--- config.mk ---
export PLATFORM = sky130hd
export DESIGN_NAME = burst_cache
export DESIGN_NICKNAME = d
export VERILOG_FILES = /design/src/source/burst_cache_pkg.sv /design/src/source/burst_cache.sv /design/src/source/byte_lane_ram.sv
export SDC_FILE = /design/constraint.sdc
export NUM_CORES = 2
export LEC_CHECK = 0
export ABC_AREA = 1
export BUFFER_PORTS_ARGS = -buffer_cell sky130_fd_sc_hd__buf_2
export CAP_MARGIN = 10
export CORE_MARGIN = 3
export CORE_UTILIZATION = 61
export DETAILED_ROUTE_END_ITERATION = 8
export GPL_ROUTABILITY_DRIVEN = 0
export PLACE_DENSITY = 0.78
export SLEW_MARGIN = 40
export SYNTH_ARGS = -nofsm -noshare
export SYNTH_HDL_FRONTEND = slang
export SYNTH_MEMORY_MAX_BITS = 65536
export SYNTH_SLANG_ARGS = --single-unit
--- constraint.sdc ---
create_clock -name clk -period 12.5 [get_ports clk]
set_input_delay 0 -clock clk [delete_from_list [all_inputs] [get_ports clk]]
set_output_delay 0 -clock clk [all_outputs]
set_load 0.02 [all_outputs]
--- src/source/burst_cache_pkg.sv ---
// fixed line geometry of eight 32-bit words moved as four 64-bit beats; byte addressing only
package burst_cache_pkg;

  // low address bits that pick a byte inside a word, ignored by the cache
  localparam int ZERO_BITS = 2;
  localparam int COLUMN_IX_BITS = 3;
  localparam int COLUMNS = 2 ** COLUMN_IX_BITS;
  // a line starts on this alignment in RAM
  localparam int LINE_OFFSET_BITS = COLUMN_IX_BITS + ZERO_BITS;
  localparam int BEAT_BITS = 64;
  localparam int BEATS = 4;

  typedef enum logic {
    BR_READ  = 1'b0,
    BR_WRITE = 1'b1
  } br_cmd_e;

  typedef enum logic [3:0] {
    ST_IDLE,
    ST_READ_WAIT,
    ST_READ_1,
    ST_READ_2,
    ST_READ_3,
    ST_READ_TAG,
    ST_READ_FINISH,
    ST_WRITE_1,
    ST_WRITE_2,
    ST_WRITE_3,
    ST_WRITE_FINISH
  } fill_state_e;

  typedef enum logic [1:0] {
    RS_IDLE,
    RS_LATENCY,
    RS_READ_BEATS,
    RS_WRITE_BEATS
  } ram_state_e;

endpackage

--- src/source/burst_cache.sv ---
// direct-mapped write-back cache; address bits at and above RAM_ADDR_BITS must be zero
`timescale 1ns/1ns

module burst_cache #(
  parameter int LINE_IX_BITS  = 4,
  parameter int RAM_ADDR_BITS = 16,
  parameter int CMD_INTERVAL  = 13
) (
  input  logic                                 clk,
  input  logic                                 rst_n,
  input  logic                                 enable,
  input  logic [31:0]                          address,
  input  logic [31:0]                          data_in,
  input  logic [3:0]                           write_enable,
  output logic [31:0]                          data_out,
  output logic                                 data_out_ready,
  output logic                                 busy,
  output burst_cache_pkg::br_cmd_e             br_cmd,
  output logic                                 br_cmd_en,
  output logic [RAM_ADDR_BITS-1:0]             br_addr,
  output logic [burst_cache_pkg::BEAT_BITS-1:0] br_wr_data,
  input  logic [burst_cache_pkg::BEAT_BITS-1:0] br_rd_data,
  input  logic                                 br_rd_data_valid
);
  import burst_cache_pkg::*;

  localparam int TAG_BITS = RAM_ADDR_BITS - LINE_IX_BITS - LINE_OFFSET_BITS;
  localparam int VALID_BIT = TAG_BITS;
  localparam int DIRTY_BIT = TAG_BITS + 1;
  localparam int PACE_BITS = $clog2(CMD_INTERVAL + 1);
  localparam int BEAT_IX_BITS = $clog2(BEATS);

  logic [COLUMN_IX_BITS-1:0] column_ix;
  logic [LINE_IX_BITS-1:0]   line_ix;
  logic [TAG_BITS-1:0]       address_tag;
  logic [TAG_BITS-1:0]       cached_tag;
  logic [RAM_ADDR_BITS-1:0]  fill_addr;
  logic [RAM_ADDR_BITS-1:0]  evict_addr;

  logic [31:0] tag_word;
  logic [31:0] tag_din;
  logic [3:0]  tag_we;
  logic [31:0] col_dout [COLUMNS];
  logic [31:0] col_din [COLUMNS];
  logic [3:0]  col_we [COLUMNS];

  fill_state_e           state;
  logic [PACE_BITS-1:0]  pace_cnt;
  logic                  pace_zero;
  logic                  hit;
  logic                  line_dirty;
  logic                  proc_write;
  logic                  issue_evict;
  logic                  issue_fill;
  logic [BEAT_IX_BITS-1:0] rd_beat;
  logic [BEAT_IX_BITS-1:0] wr_beat;
  logic                  rd_in_burst;
  logic                  rd_beat_active;
  logic                  wr_load;

  // |tag|line|column|00|
  assign column_ix   = address[ZERO_BITS +: COLUMN_IX_BITS];
  assign line_ix     = address[LINE_OFFSET_BITS +: LINE_IX_BITS];
  assign address_tag = address[LINE_OFFSET_BITS + LINE_IX_BITS +: TAG_BITS];
  assign fill_addr   = {address[RAM_ADDR_BITS-1:LINE_OFFSET_BITS], LINE_OFFSET_BITS'(0)};

  // tag word holds {dirty, valid, tag}, upper bits zero
  byte_lane_ram #(
    .ADDR_BITS(LINE_IX_BITS)
  ) i_tag_ram (
    .clk         (clk),
    .write_enable(tag_we),
    .address     (line_ix),
    .data_in     (tag_din),
    .data_out    (tag_word)
  );

  generate
    for (genvar i = 0; i < COLUMNS; i++) begin : g_column
      byte_lane_ram #(
        .ADDR_BITS(LINE_IX_BITS)
      ) i_column_ram (
        .clk         (clk),
        .write_enable(col_we[i]),
        .address     (line_ix),
        .data_in     (col_din[i]),
        .data_out    (col_dout[i])
      );
    end
  endgenerate

  assign cached_tag = tag_word[TAG_BITS-1:0];
  assign line_dirty = tag_word[DIRTY_BIT];
  assign hit        = tag_word[VALID_BIT] && (cached_tag == address_tag);
  assign evict_addr = {cached_tag, line_ix, LINE_OFFSET_BITS'(0)};

  assign pace_zero      = (pace_cnt == '0);
  assign busy           = (enable && !hit) || !pace_zero;
  assign data_out       = col_dout[column_ix];
  assign data_out_ready = enable && (write_enable == 4'b0000) && hit;
  assign proc_write     = enable && (write_enable != 4'b0000) && hit;

  assign issue_evict = (state == ST_IDLE) && enable && !hit && pace_zero && line_dirty;
  assign issue_fill  = ((state == ST_IDLE) && enable && !hit && pace_zero && !line_dirty) ||
                       ((state == ST_WRITE_FINISH) && pace_zero);

  // which beat a burst state moves
  always_comb begin
    rd_beat     = '0;
    wr_beat     = '0;
    rd_in_burst = 1'b0;
    wr_load     = 1'b0;
    case (state)
      ST_READ_WAIT: rd_in_burst = 1'b1;
      ST_READ_1: begin
        rd_beat     = BEAT_IX_BITS'(1);
        rd_in_burst = 1'b1;
      end
      ST_READ_2: begin
        rd_beat     = BEAT_IX_BITS'(2);
        rd_in_burst = 1'b1;
      end
      ST_READ_3: begin
        rd_beat     = BEAT_IX_BITS'(3);
        rd_in_burst = 1'b1;
      end
      ST_WRITE_1: begin
        wr_beat = BEAT_IX_BITS'(1);
        wr_load = 1'b1;
      end
      ST_WRITE_2: begin
        wr_beat = BEAT_IX_BITS'(2);
        wr_load = 1'b1;
      end
      ST_WRITE_3: begin
        wr_beat = BEAT_IX_BITS'(3);
        wr_load = 1'b1;
      end
      default: ;
    endcase
  end

  assign rd_beat_active = rd_in_burst && br_rd_data_valid;

  // line fill has priority over the processor write path
  always_comb begin
    tag_we  = '0;
    tag_din = '0;
    for (int i = 0; i < COLUMNS; i++) begin
      col_we[i]  = '0;
      col_din[i] = data_in;
    end
    if (rd_beat_active) begin
      for (int i = 0; i < COLUMNS; i++) begin
        col_din[i] = br_rd_data[(i % 2) * 32 +: 32];
        if ((i / 2) == int'(rd_beat)) begin
          col_we[i] = 4'b1111;
        end
      end
    end else if (state == ST_READ_TAG) begin
      tag_we  = 4'b1111;
      tag_din = 32'({1'b0, 1'b1, address_tag});
    end else if (proc_write) begin
      // write hit marks the line dirty
      tag_we            = 4'b1111;
      tag_din           = 32'({1'b1, 1'b1, address_tag});
      col_we[column_ix] = write_enable;
    end
  end

  always_ff @(posedge clk or negedge rst_n) begin
    if (!rst_n) begin
      state     <= ST_IDLE;
      pace_cnt  <= '0;
      br_cmd_en <= 1'b0;
    end else begin
      br_cmd_en <= issue_evict || issue_fill;
      if (issue_evict || issue_fill) begin
        pace_cnt <= PACE_BITS'(CMD_INTERVAL);
      end else if (!pace_zero) begin
        pace_cnt <= pace_cnt - 1'b1;
      end
      case (state)
        ST_IDLE: begin
          if (issue_evict) begin
            state <= ST_WRITE_1;
          end else if (issue_fill) begin
            state <= ST_READ_WAIT;
          end
        end
        ST_READ_WAIT: state <= br_rd_data_valid ? ST_READ_1 : ST_READ_WAIT;
        ST_READ_1: state <= br_rd_data_valid ? ST_READ_2 : ST_READ_1;
        ST_READ_2: state <= br_rd_data_valid ? ST_READ_3 : ST_READ_2;
        ST_READ_3: state <= br_rd_data_valid ? ST_READ_TAG : ST_READ_3;
        ST_READ_TAG: state <= ST_READ_FINISH;
        ST_READ_FINISH: state <= ST_IDLE;
        ST_WRITE_1: state <= ST_WRITE_2;
        ST_WRITE_2: state <= ST_WRITE_3;
        ST_WRITE_3: state <= ST_WRITE_FINISH;
        // read of the new line waits for the pacing counter
        ST_WRITE_FINISH: state <= pace_zero ? ST_READ_WAIT : ST_WRITE_FINISH;
        default: state <= ST_IDLE;
      endcase
    end
  end

  always_ff @(posedge clk) begin
    if (issue_evict || issue_fill) begin
      br_cmd  <= issue_evict ? BR_WRITE : BR_READ;
      br_addr <= issue_evict ? evict_addr : fill_addr;
    end
    // low column of a pair goes in the low half of the beat
    if (issue_evict || wr_load) begin
      br_wr_data <= {col_dout[{wr_beat, 1'b1}], col_dout[{wr_beat, 1'b0}]};
    end
  end

  a_single_strobe: assert property (@(posedge clk) disable iff (!rst_n)
    br_cmd_en |=> !br_cmd_en)
    else $error("br_cmd_en high for two cycles");

  a_busy_in_fill: assert property (@(posedge clk) disable iff (!rst_n)
    (state != ST_IDLE) |-> busy)
    else $error("busy low while line transfer in progress");

endmodule

--- src/source/byte_lane_ram.sv ---
// 32-bit words with byte write enables; contents start at zero and are never cleared by reset
`timescale 1ns/1ns

module byte_lane_ram #(
  parameter int ADDR_BITS = 4
) (
  input  logic                 clk,
  input  logic [3:0]           write_enable,
  input  logic [ADDR_BITS-1:0] address,
  input  logic [31:0]          data_in,
  output logic [31:0]          data_out
);

  logic [31:0] mem [2**ADDR_BITS];

  // power-up contents, keeps tag valid bits low
  initial begin
    for (int i = 0; i < 2**ADDR_BITS; i++) begin
      mem[i] = '0;
    end
  end

  always @(posedge clk) begin
    for (int b = 0; b < 4; b++) begin
      if (write_enable[b]) begin
        mem[address][b*8 +: 8] <= data_in[b*8 +: 8];
      end
    end
  end

  // asynchronous read
  assign data_out = mem[address];

endmodule

### Yosys cells after proc, flatten, opt, wreduce, memory -nomap -nowiden

Memories as Yosys holds them, arrays and structs flattened.
Index checks and enable logic that the tools add are counted.

| storage, ports and cells | value |
|---|---|
| register bits | 90 |
| memory bits (writable) | 4240 |
| bits of input ports | 136 |
| output and inout port bits | 116 |
| memories kept | 9 |

Memory list:

| memory | depth | width | read ports | clocked after Yosys merged registers in | write ports | line | RTL |
|---|---|---|---|---|---|---|---|
| g_column[0].i_column_ram.mem | 16 | 32 | 1 | 0 | 1 | byte_lane_ram.sv:14 | `logic [31:0] mem [2**ADDR_BITS];` |
| g_column[1].i_column_ram.mem | 16 | 32 | 1 | 0 | 1 | byte_lane_ram.sv:14 |  |
| g_column[2].i_column_ram.mem | 16 | 32 | 1 | 0 | 1 | byte_lane_ram.sv:14 |  |
| g_column[3].i_column_ram.mem | 16 | 32 | 1 | 0 | 1 | byte_lane_ram.sv:14 |  |
| g_column[4].i_column_ram.mem | 16 | 32 | 1 | 0 | 1 | byte_lane_ram.sv:14 |  |
| g_column[5].i_column_ram.mem | 16 | 32 | 1 | 0 | 1 | byte_lane_ram.sv:14 |  |
| +3 memories | - | - | - | - | - | - |  |

| cells by class | value |
|---|---|
| reductions and logical operators | 28 |
| muxes and demuxes | 109 |
| bitwise logic cells | 4 |
| equal/unequal tests | 15 |
| magnitude comparators | 4 |
| add/subtract/negate cells | 1 |

Operator list:

| operator | count |
|---|---|
| 32-bit binary-select mux with 3-bit select | 3 |
| 32-bit 2-to-1 mux | 9 |
| 256-bit 2-to-1 mux | 1 |
| 1-bit 2-to-1 mux | 73 |
| 4-bit 2-to-1 mux | 13 |
| 4-bit one-hot mux with 10 select lines | 1 |
| 32-bit AND | 1 |
| 9-bit 2-to-1 mux | 3 |
| 16-bit 2-to-1 mux | 1 |
| 1-bit logical AND | 14 |
| 4-bit demux with 3-bit select | 1 |
| 4-bit by 3-bit equality test with 1-bit output (second input constant) | 3 |
| 4-bit equality test (second input constant) | 3 |
| 4-bit >= comparator (second input constant) | 3 |
| 4-bit logical NOT | 3 |
| 3-bit NOT with 4-bit output | 3 |
| 2-bit one-hot mux with 3 select lines | 2 |
| 4-bit by 2-bit equality test with 1-bit output (second input constant) | 2 |
| 7-bit equality test | 1 |
| 2-bit equality test (first input constant) | 2 |
| 4-bit by 1-bit equality test with 1-bit output (second input constant) | 1 |
| 1-bit logical OR | 4 |
| 4-bit by 1-bit less-than comparator with 1-bit output (second input constant) | 1 |
| 4-bit nonzero test | 1 |
| other kinds (10) | 12 |

### Longest topological paths before layout

| logic depth | value |
|---|---|
| depth after elaboration | 11 |
| gate-level depth with buffers | 22 |
| mapped depth without buffers | 18 |

### Modules after synthesis

From an unflattened synthesis, not the netlist that was laid out.

| unflattened totals | value |
|---|---|
| cell total of the unflattened synthesis | 20610 |
| area total of the unflattened synthesis | 203702.9 um^2 |

Modules (own cells, without submodules):

| module | sequential area each (um^2) | area each (um^2) | times used | cells an instance |
|---|---|---|---|---|
| byte_lane_ram | 15374.7 | 21759.6 | 9 | 2152 |
| burst_cache | 2507.4 | 7866.3 | 1 | 1242 |

### Least setup slack after synthesis

OpenSTA, ideal clock, no wires.

| timing path | value |
|---|---|
| path kind | input port to flip-flop |
| from | input address[5] |
| to | register br_wr_data[0] (netlist bit), enable pin |
| data required time | 11647 ps |
| setup time | 853 ps |
| slack | 8449 ps |
| stages on the path | 18 |
| path buffers | 4 |
| data arrival time | 3199 ps |
| cell sequence | buf_4 buf_6 buf_4 nand2_1 nand2_1 nand2_1 nand2_1 nand2_1 nand2_1 nor2_1 nand2_1 a21oi_1 nand2_1 nor2_4 nor2_1 nand3_1 buf_2 nand3_1 |

| on the way | value |
|---|---|
| word-level cells in the longest chain between the ends | 8 |

RTL lines:

| what | line | RTL |
|---|---|---|
| from (decl) | burst_cache.sv:12 | `input logic [31:0] address,` |
| memory 16 x 9 bit (*) | - |  |
| 7-bit equality test | burst_cache.sv:94 | `assign hit = tag_word[VALID_BIT] && (cached_tag == address_tag);` |
| 1-bit logical AND | burst_cache.sv:94 |  |
| 1-bit logical NOT | burst_cache.sv:103 | `assign issue_evict = (state == ST_IDLE) && enable && !hit && pace_zero && line_dirty;` |
| 1-bit logical AND (2 in a row) | burst_cache.sv:103 |  |
| 1-bit logical AND (*) | burst_cache.sv:103 |  |
| 1-bit logical OR (*) | burst_cache.sv:213 | `if (issue_evict \|\| wr_load) begin` |
| to (signal assigned) | burst_cache.sv:214 | `br_wr_data <= {col_dout[{wr_beat, 1'b1}], col_dout[{wr_beat, 1'b0}]};` |
| to (decl) | burst_cache.sv:21 | `output logic [burst_cache_pkg::BEAT_BITS-1:0] br_wr_data,` |

Mark *: on every way between the ends. The rest lies on a longest branch, timed or not.
A chain may end at the register's enable or synchronous reset.

### Worst setup path in the final report

| timing path | value |
|---|---|
| from | input address[6] |
| to | output data_out[9] |

| on the way | value |
|---|---|
| word-level cells in the longest chain between the ends | 4 |

RTL lines:

| what | line | RTL |
|---|---|---|
| memory 16 x 32 bit | - |  |
| 32-bit binary-select mux with 3-bit select (*) | burst_cache.sv:99 | `assign data_out = col_dout[column_ix];` |
| 32-bit 2-to-1 mux (not written as such) (*) (2 in a row) | burst_cache.sv:99 |  |
| to (decl) | burst_cache.sv:15 | `output logic [31:0] data_out,` |

Mark *: on every way between the ends. The rest lies on a longest branch, timed or not. The select of a mux whose other input is x is not followed.

==> flow_summary_export.csv <==
group,metric,value,unit
status,status,"complete, but fails checks",
status,violations,"DRC",
clock_network,cts_buffers,396,
run,maxCapViolations,0,
layout,regArea,130000,um^2
sta,finalMaxSlewViolations,0,
die,coreArea,269000,um^2
grt,grtUsageTotal,0.340,
sta,rsz0062_at_grt,"no",
setup_path,cpPeakStageDelay,0.61,ns
sta,period_share,0.512,
layout,layout.nets,11100,
setup_path,slowest_stage,"buf_6",
setup_path,startpoint_type,"input pin",
setup_path,reg2reg_slack,7.76,ns
die,die_height,528,um
setup_path,crit_start,"address[6]",
detailed_routing,drt_first_pass_iters,9,
logic_synthesis,yosysWarnings,0,
setup_path,path_class,"in -> out",
place,place_area,171000,um^2
layout,multi_input_area,33900,um^2
logic_synthesis,synthesis.instances,10700,
detailed_routing,post_drt_wl_per_cell,32.6,um
die,die_area,279000,um^2
logic_synthesis,yosysTopAreaCell,"edfxtp_1",
die,rows,190,
sta,clock_skew,0.0781,ns
die,start_util,0.617,
logic_synthesis,seq_area_frac_synth,0.782,
hold_path,hp-class,"in -> reg",
clock_network,htreeDepth,5,
clock_network,clkLatencyLatePin,0.96,ns
clock_network,clock-root-buffer,"clkbuf_16",
layout,layout_commonest_cell,"edfxtp_1",
detailed_routing,drt_iter0_markers,16800,
grt,grt_max_degree,179,
clock_network,clkTransAtPathRegs,0.06,ns
sta,min_period,6.40,ns
pwr,peakVddDrop,0.000452,V
layout,synthToLayoutAreaGrowth,12.2,%
place,portBuffers,228,
die,io_pins,252,
clock_network,cts_tree,"yes",
setup_path,reg2reg_from,"state[1]",
logic_synthesis,synth_seq_cells,4325,
sta,setup_tns,0,ns
setup_path,cp-endpoint,"data_out[9]",
grt,antenna_found_initial,53,
setup_path,crit_fanout,132,
detailed_routing,drc,2,
layout,fillers,16100,
logic_synthesis,yosysTopAreaCellShare,0.780,
logic_synthesis,synth_cell_types,41,
sta,setup_ws,6.10,ns
place,hpwl,282,mm
sta,setup_violations,0,
clock_network,cts_setup_buffers,0,
sta,whs,0.0288,ns
grt,grt_pass1_wl,689,mm
sta,fmax,0.156,GHz
clock_network,clock_path_buffers,4,
clock_network,clock_sinks,4325,
detailed_routing,antenna_left,0,
detailed_routing,vias,104000,
logic_synthesis,ys_top_cells_by_area,"edfxtp_1, a22oi_1, nand2_1, a21boi_0, clkbuf_1",
pwr,power_density,198,nW/um^2
logic_synthesis,syn_area_per_cell,15.5,um^2
logic_synthesis,netlist_area,166000,um^2
layout,fin_area,186000,um^2
setup_path,critical_path_arrival,6.40,ns
detailed_routing,viasPerCell,7.01,
sta,max_slew_margin,0.356,
layout,drive_gt1_frac,0.122,
grt,grt_pass1_vias,101000,
setup_path,cp_cell_sequence,"dlygate4sd3_1, buf_2, nand2_1, clkinv_8, buf_12, buf_12, buf_16, buf_6, a22oi_1, a21boi_0, nor4_2, o22ai_1, nor2_1, nand2_1, buf_2",
setup_path,reg2reg_depth,12,
sta,tightest_slew,0.957,ns
pwr,p_leak,59.5,nW
setup_path,cp-end-kind,"output port",
die,die_x,528,um
detailed_routing,routed_wl,485,mm
layout,layout_common_cells,"edfxtp_1, a22oi_1, nand2_1",
place,pre_cts_slack,7.00,ns
sta,hold_viol_final,0,
setup_path,required,12.50,ns
grt,overflow,0,
setup_path,r2r-end,"g_column[7].i_column_ram.mem[0][24]",
metrics by stage:
step	utilization	power (W)	instances
2_1_floorplan	-	0.0217	10700
3_3_place_gp	0.633	0.0243	13900
3_5_place_dp	0.636	0.0247	13900
4_1_cts	0.688	0.0365	14800
5_1_grt	0.691	0.0376	14900
6_report	0.691	0.0369	14900
worst min path at each step:
stage,slack [ns],start,end,cells past startpoint
after floorplan,-0.30,rst_n,br_cmd_en,0
after global placement,-0.13,rst_n,br_cmd_en,1
after detailed placement,-0.13,rst_n,br_cmd_en,1
after CTS,0.0004,address[10],br_addr[10],4
after global routing,0.003,br_rd_data[5],g_column[2].i_column_ram.mem[6][5],3
final,0.03,br_rd_data[5],g_column[2].i_column_ram.mem[6][5],3
layout make-up:
class | instances | share of cell area
Sequential cell | 4325 | 0.697
Multi-Input combinational cell | 5541 | 0.182
Clock buffer | 482 | 0.0554
Timing Repair Buffer | 599 | 0.0266
Tap cell | 3552 | 0.0239
Clock inverter | 239 | 0.0123
Inverter | 84 | 0.00184
Antenna cell | 78 | 0.00105
power by group:
group          leakage [nW]  switching, W  internal (W)
Combinational          14.2       0.00508       0.00105
Sequential             39.1      0.000278        0.0185
Clock                  6.15       0.00524       0.00673
logic make-up (layout without fill, tap and decap cells):
family                     count (synthesis)  count (layout)  share of synthesized area
AOI/OAI and AO/OA                       3170            3170                      0.136
adders and majority gates                  2               2                   0.000151
xor gates and xnor gates                   2               2                   0.000105
and+or+nand+nor                         2362            2362                     0.0599
buffers and inverters                    859            1404                     0.0218
other                                      1              83                  0.0000226
DFF                                     4325            4325                      0.782
synthesized netlist by cell type (all sizes together):
master   number
conb          1
xnor2         2
a221oi        1
o221ai        2
buf         221
nor4        177
o22ai       130
nand2      1367
o21a          1
a21o          4
a21oi       359
inv          83
ha            2
o31ai         2
dfrtp         9
a22oi      2048
o21ai        64
a211oi        3
edfxtp     4316
a2111oi       1
nand3       110
nand4        68
a21boi      528
clkinv        1
clkbuf      554
o2111ai       1
nor2        631
and3          1
a22o         17
nor3          8
a32o          9
registers in the layout, indices dropped and copies added, names as in the netlist:
name and count:
br_cmd 1, br_wr_data 64, br_addr 11, pace_cnt 4, br_cmd_en 1, i_tag_ram.mem 144, g_column.i_column_ram.mem 4096, state 4
worst max-delay path: cells and delay by family:
family	cells	cell delay, ns
and+or+nand+nor	4	1.07
buffers and inverters	8	3.79
AOI/OAI and AO/OA	3	1.16
what timing repair did:
action                                 in CTS  in global routing
gates resized for setup                     0                  0
endpoints found under the hold margin    3110                524
hold buffers                              123                 16
per-layer routing:
layer	part of all wire	GRT usage	vias to the layer above
li1	-	-	42700
met1	0.32	0.433	51100
met2	0.45	0.514	8876
met3	0.14	0.0933	1638
met4	0.081	0.233	34
met5	0.00095	0	-
(Power assumes the default switching activity.)
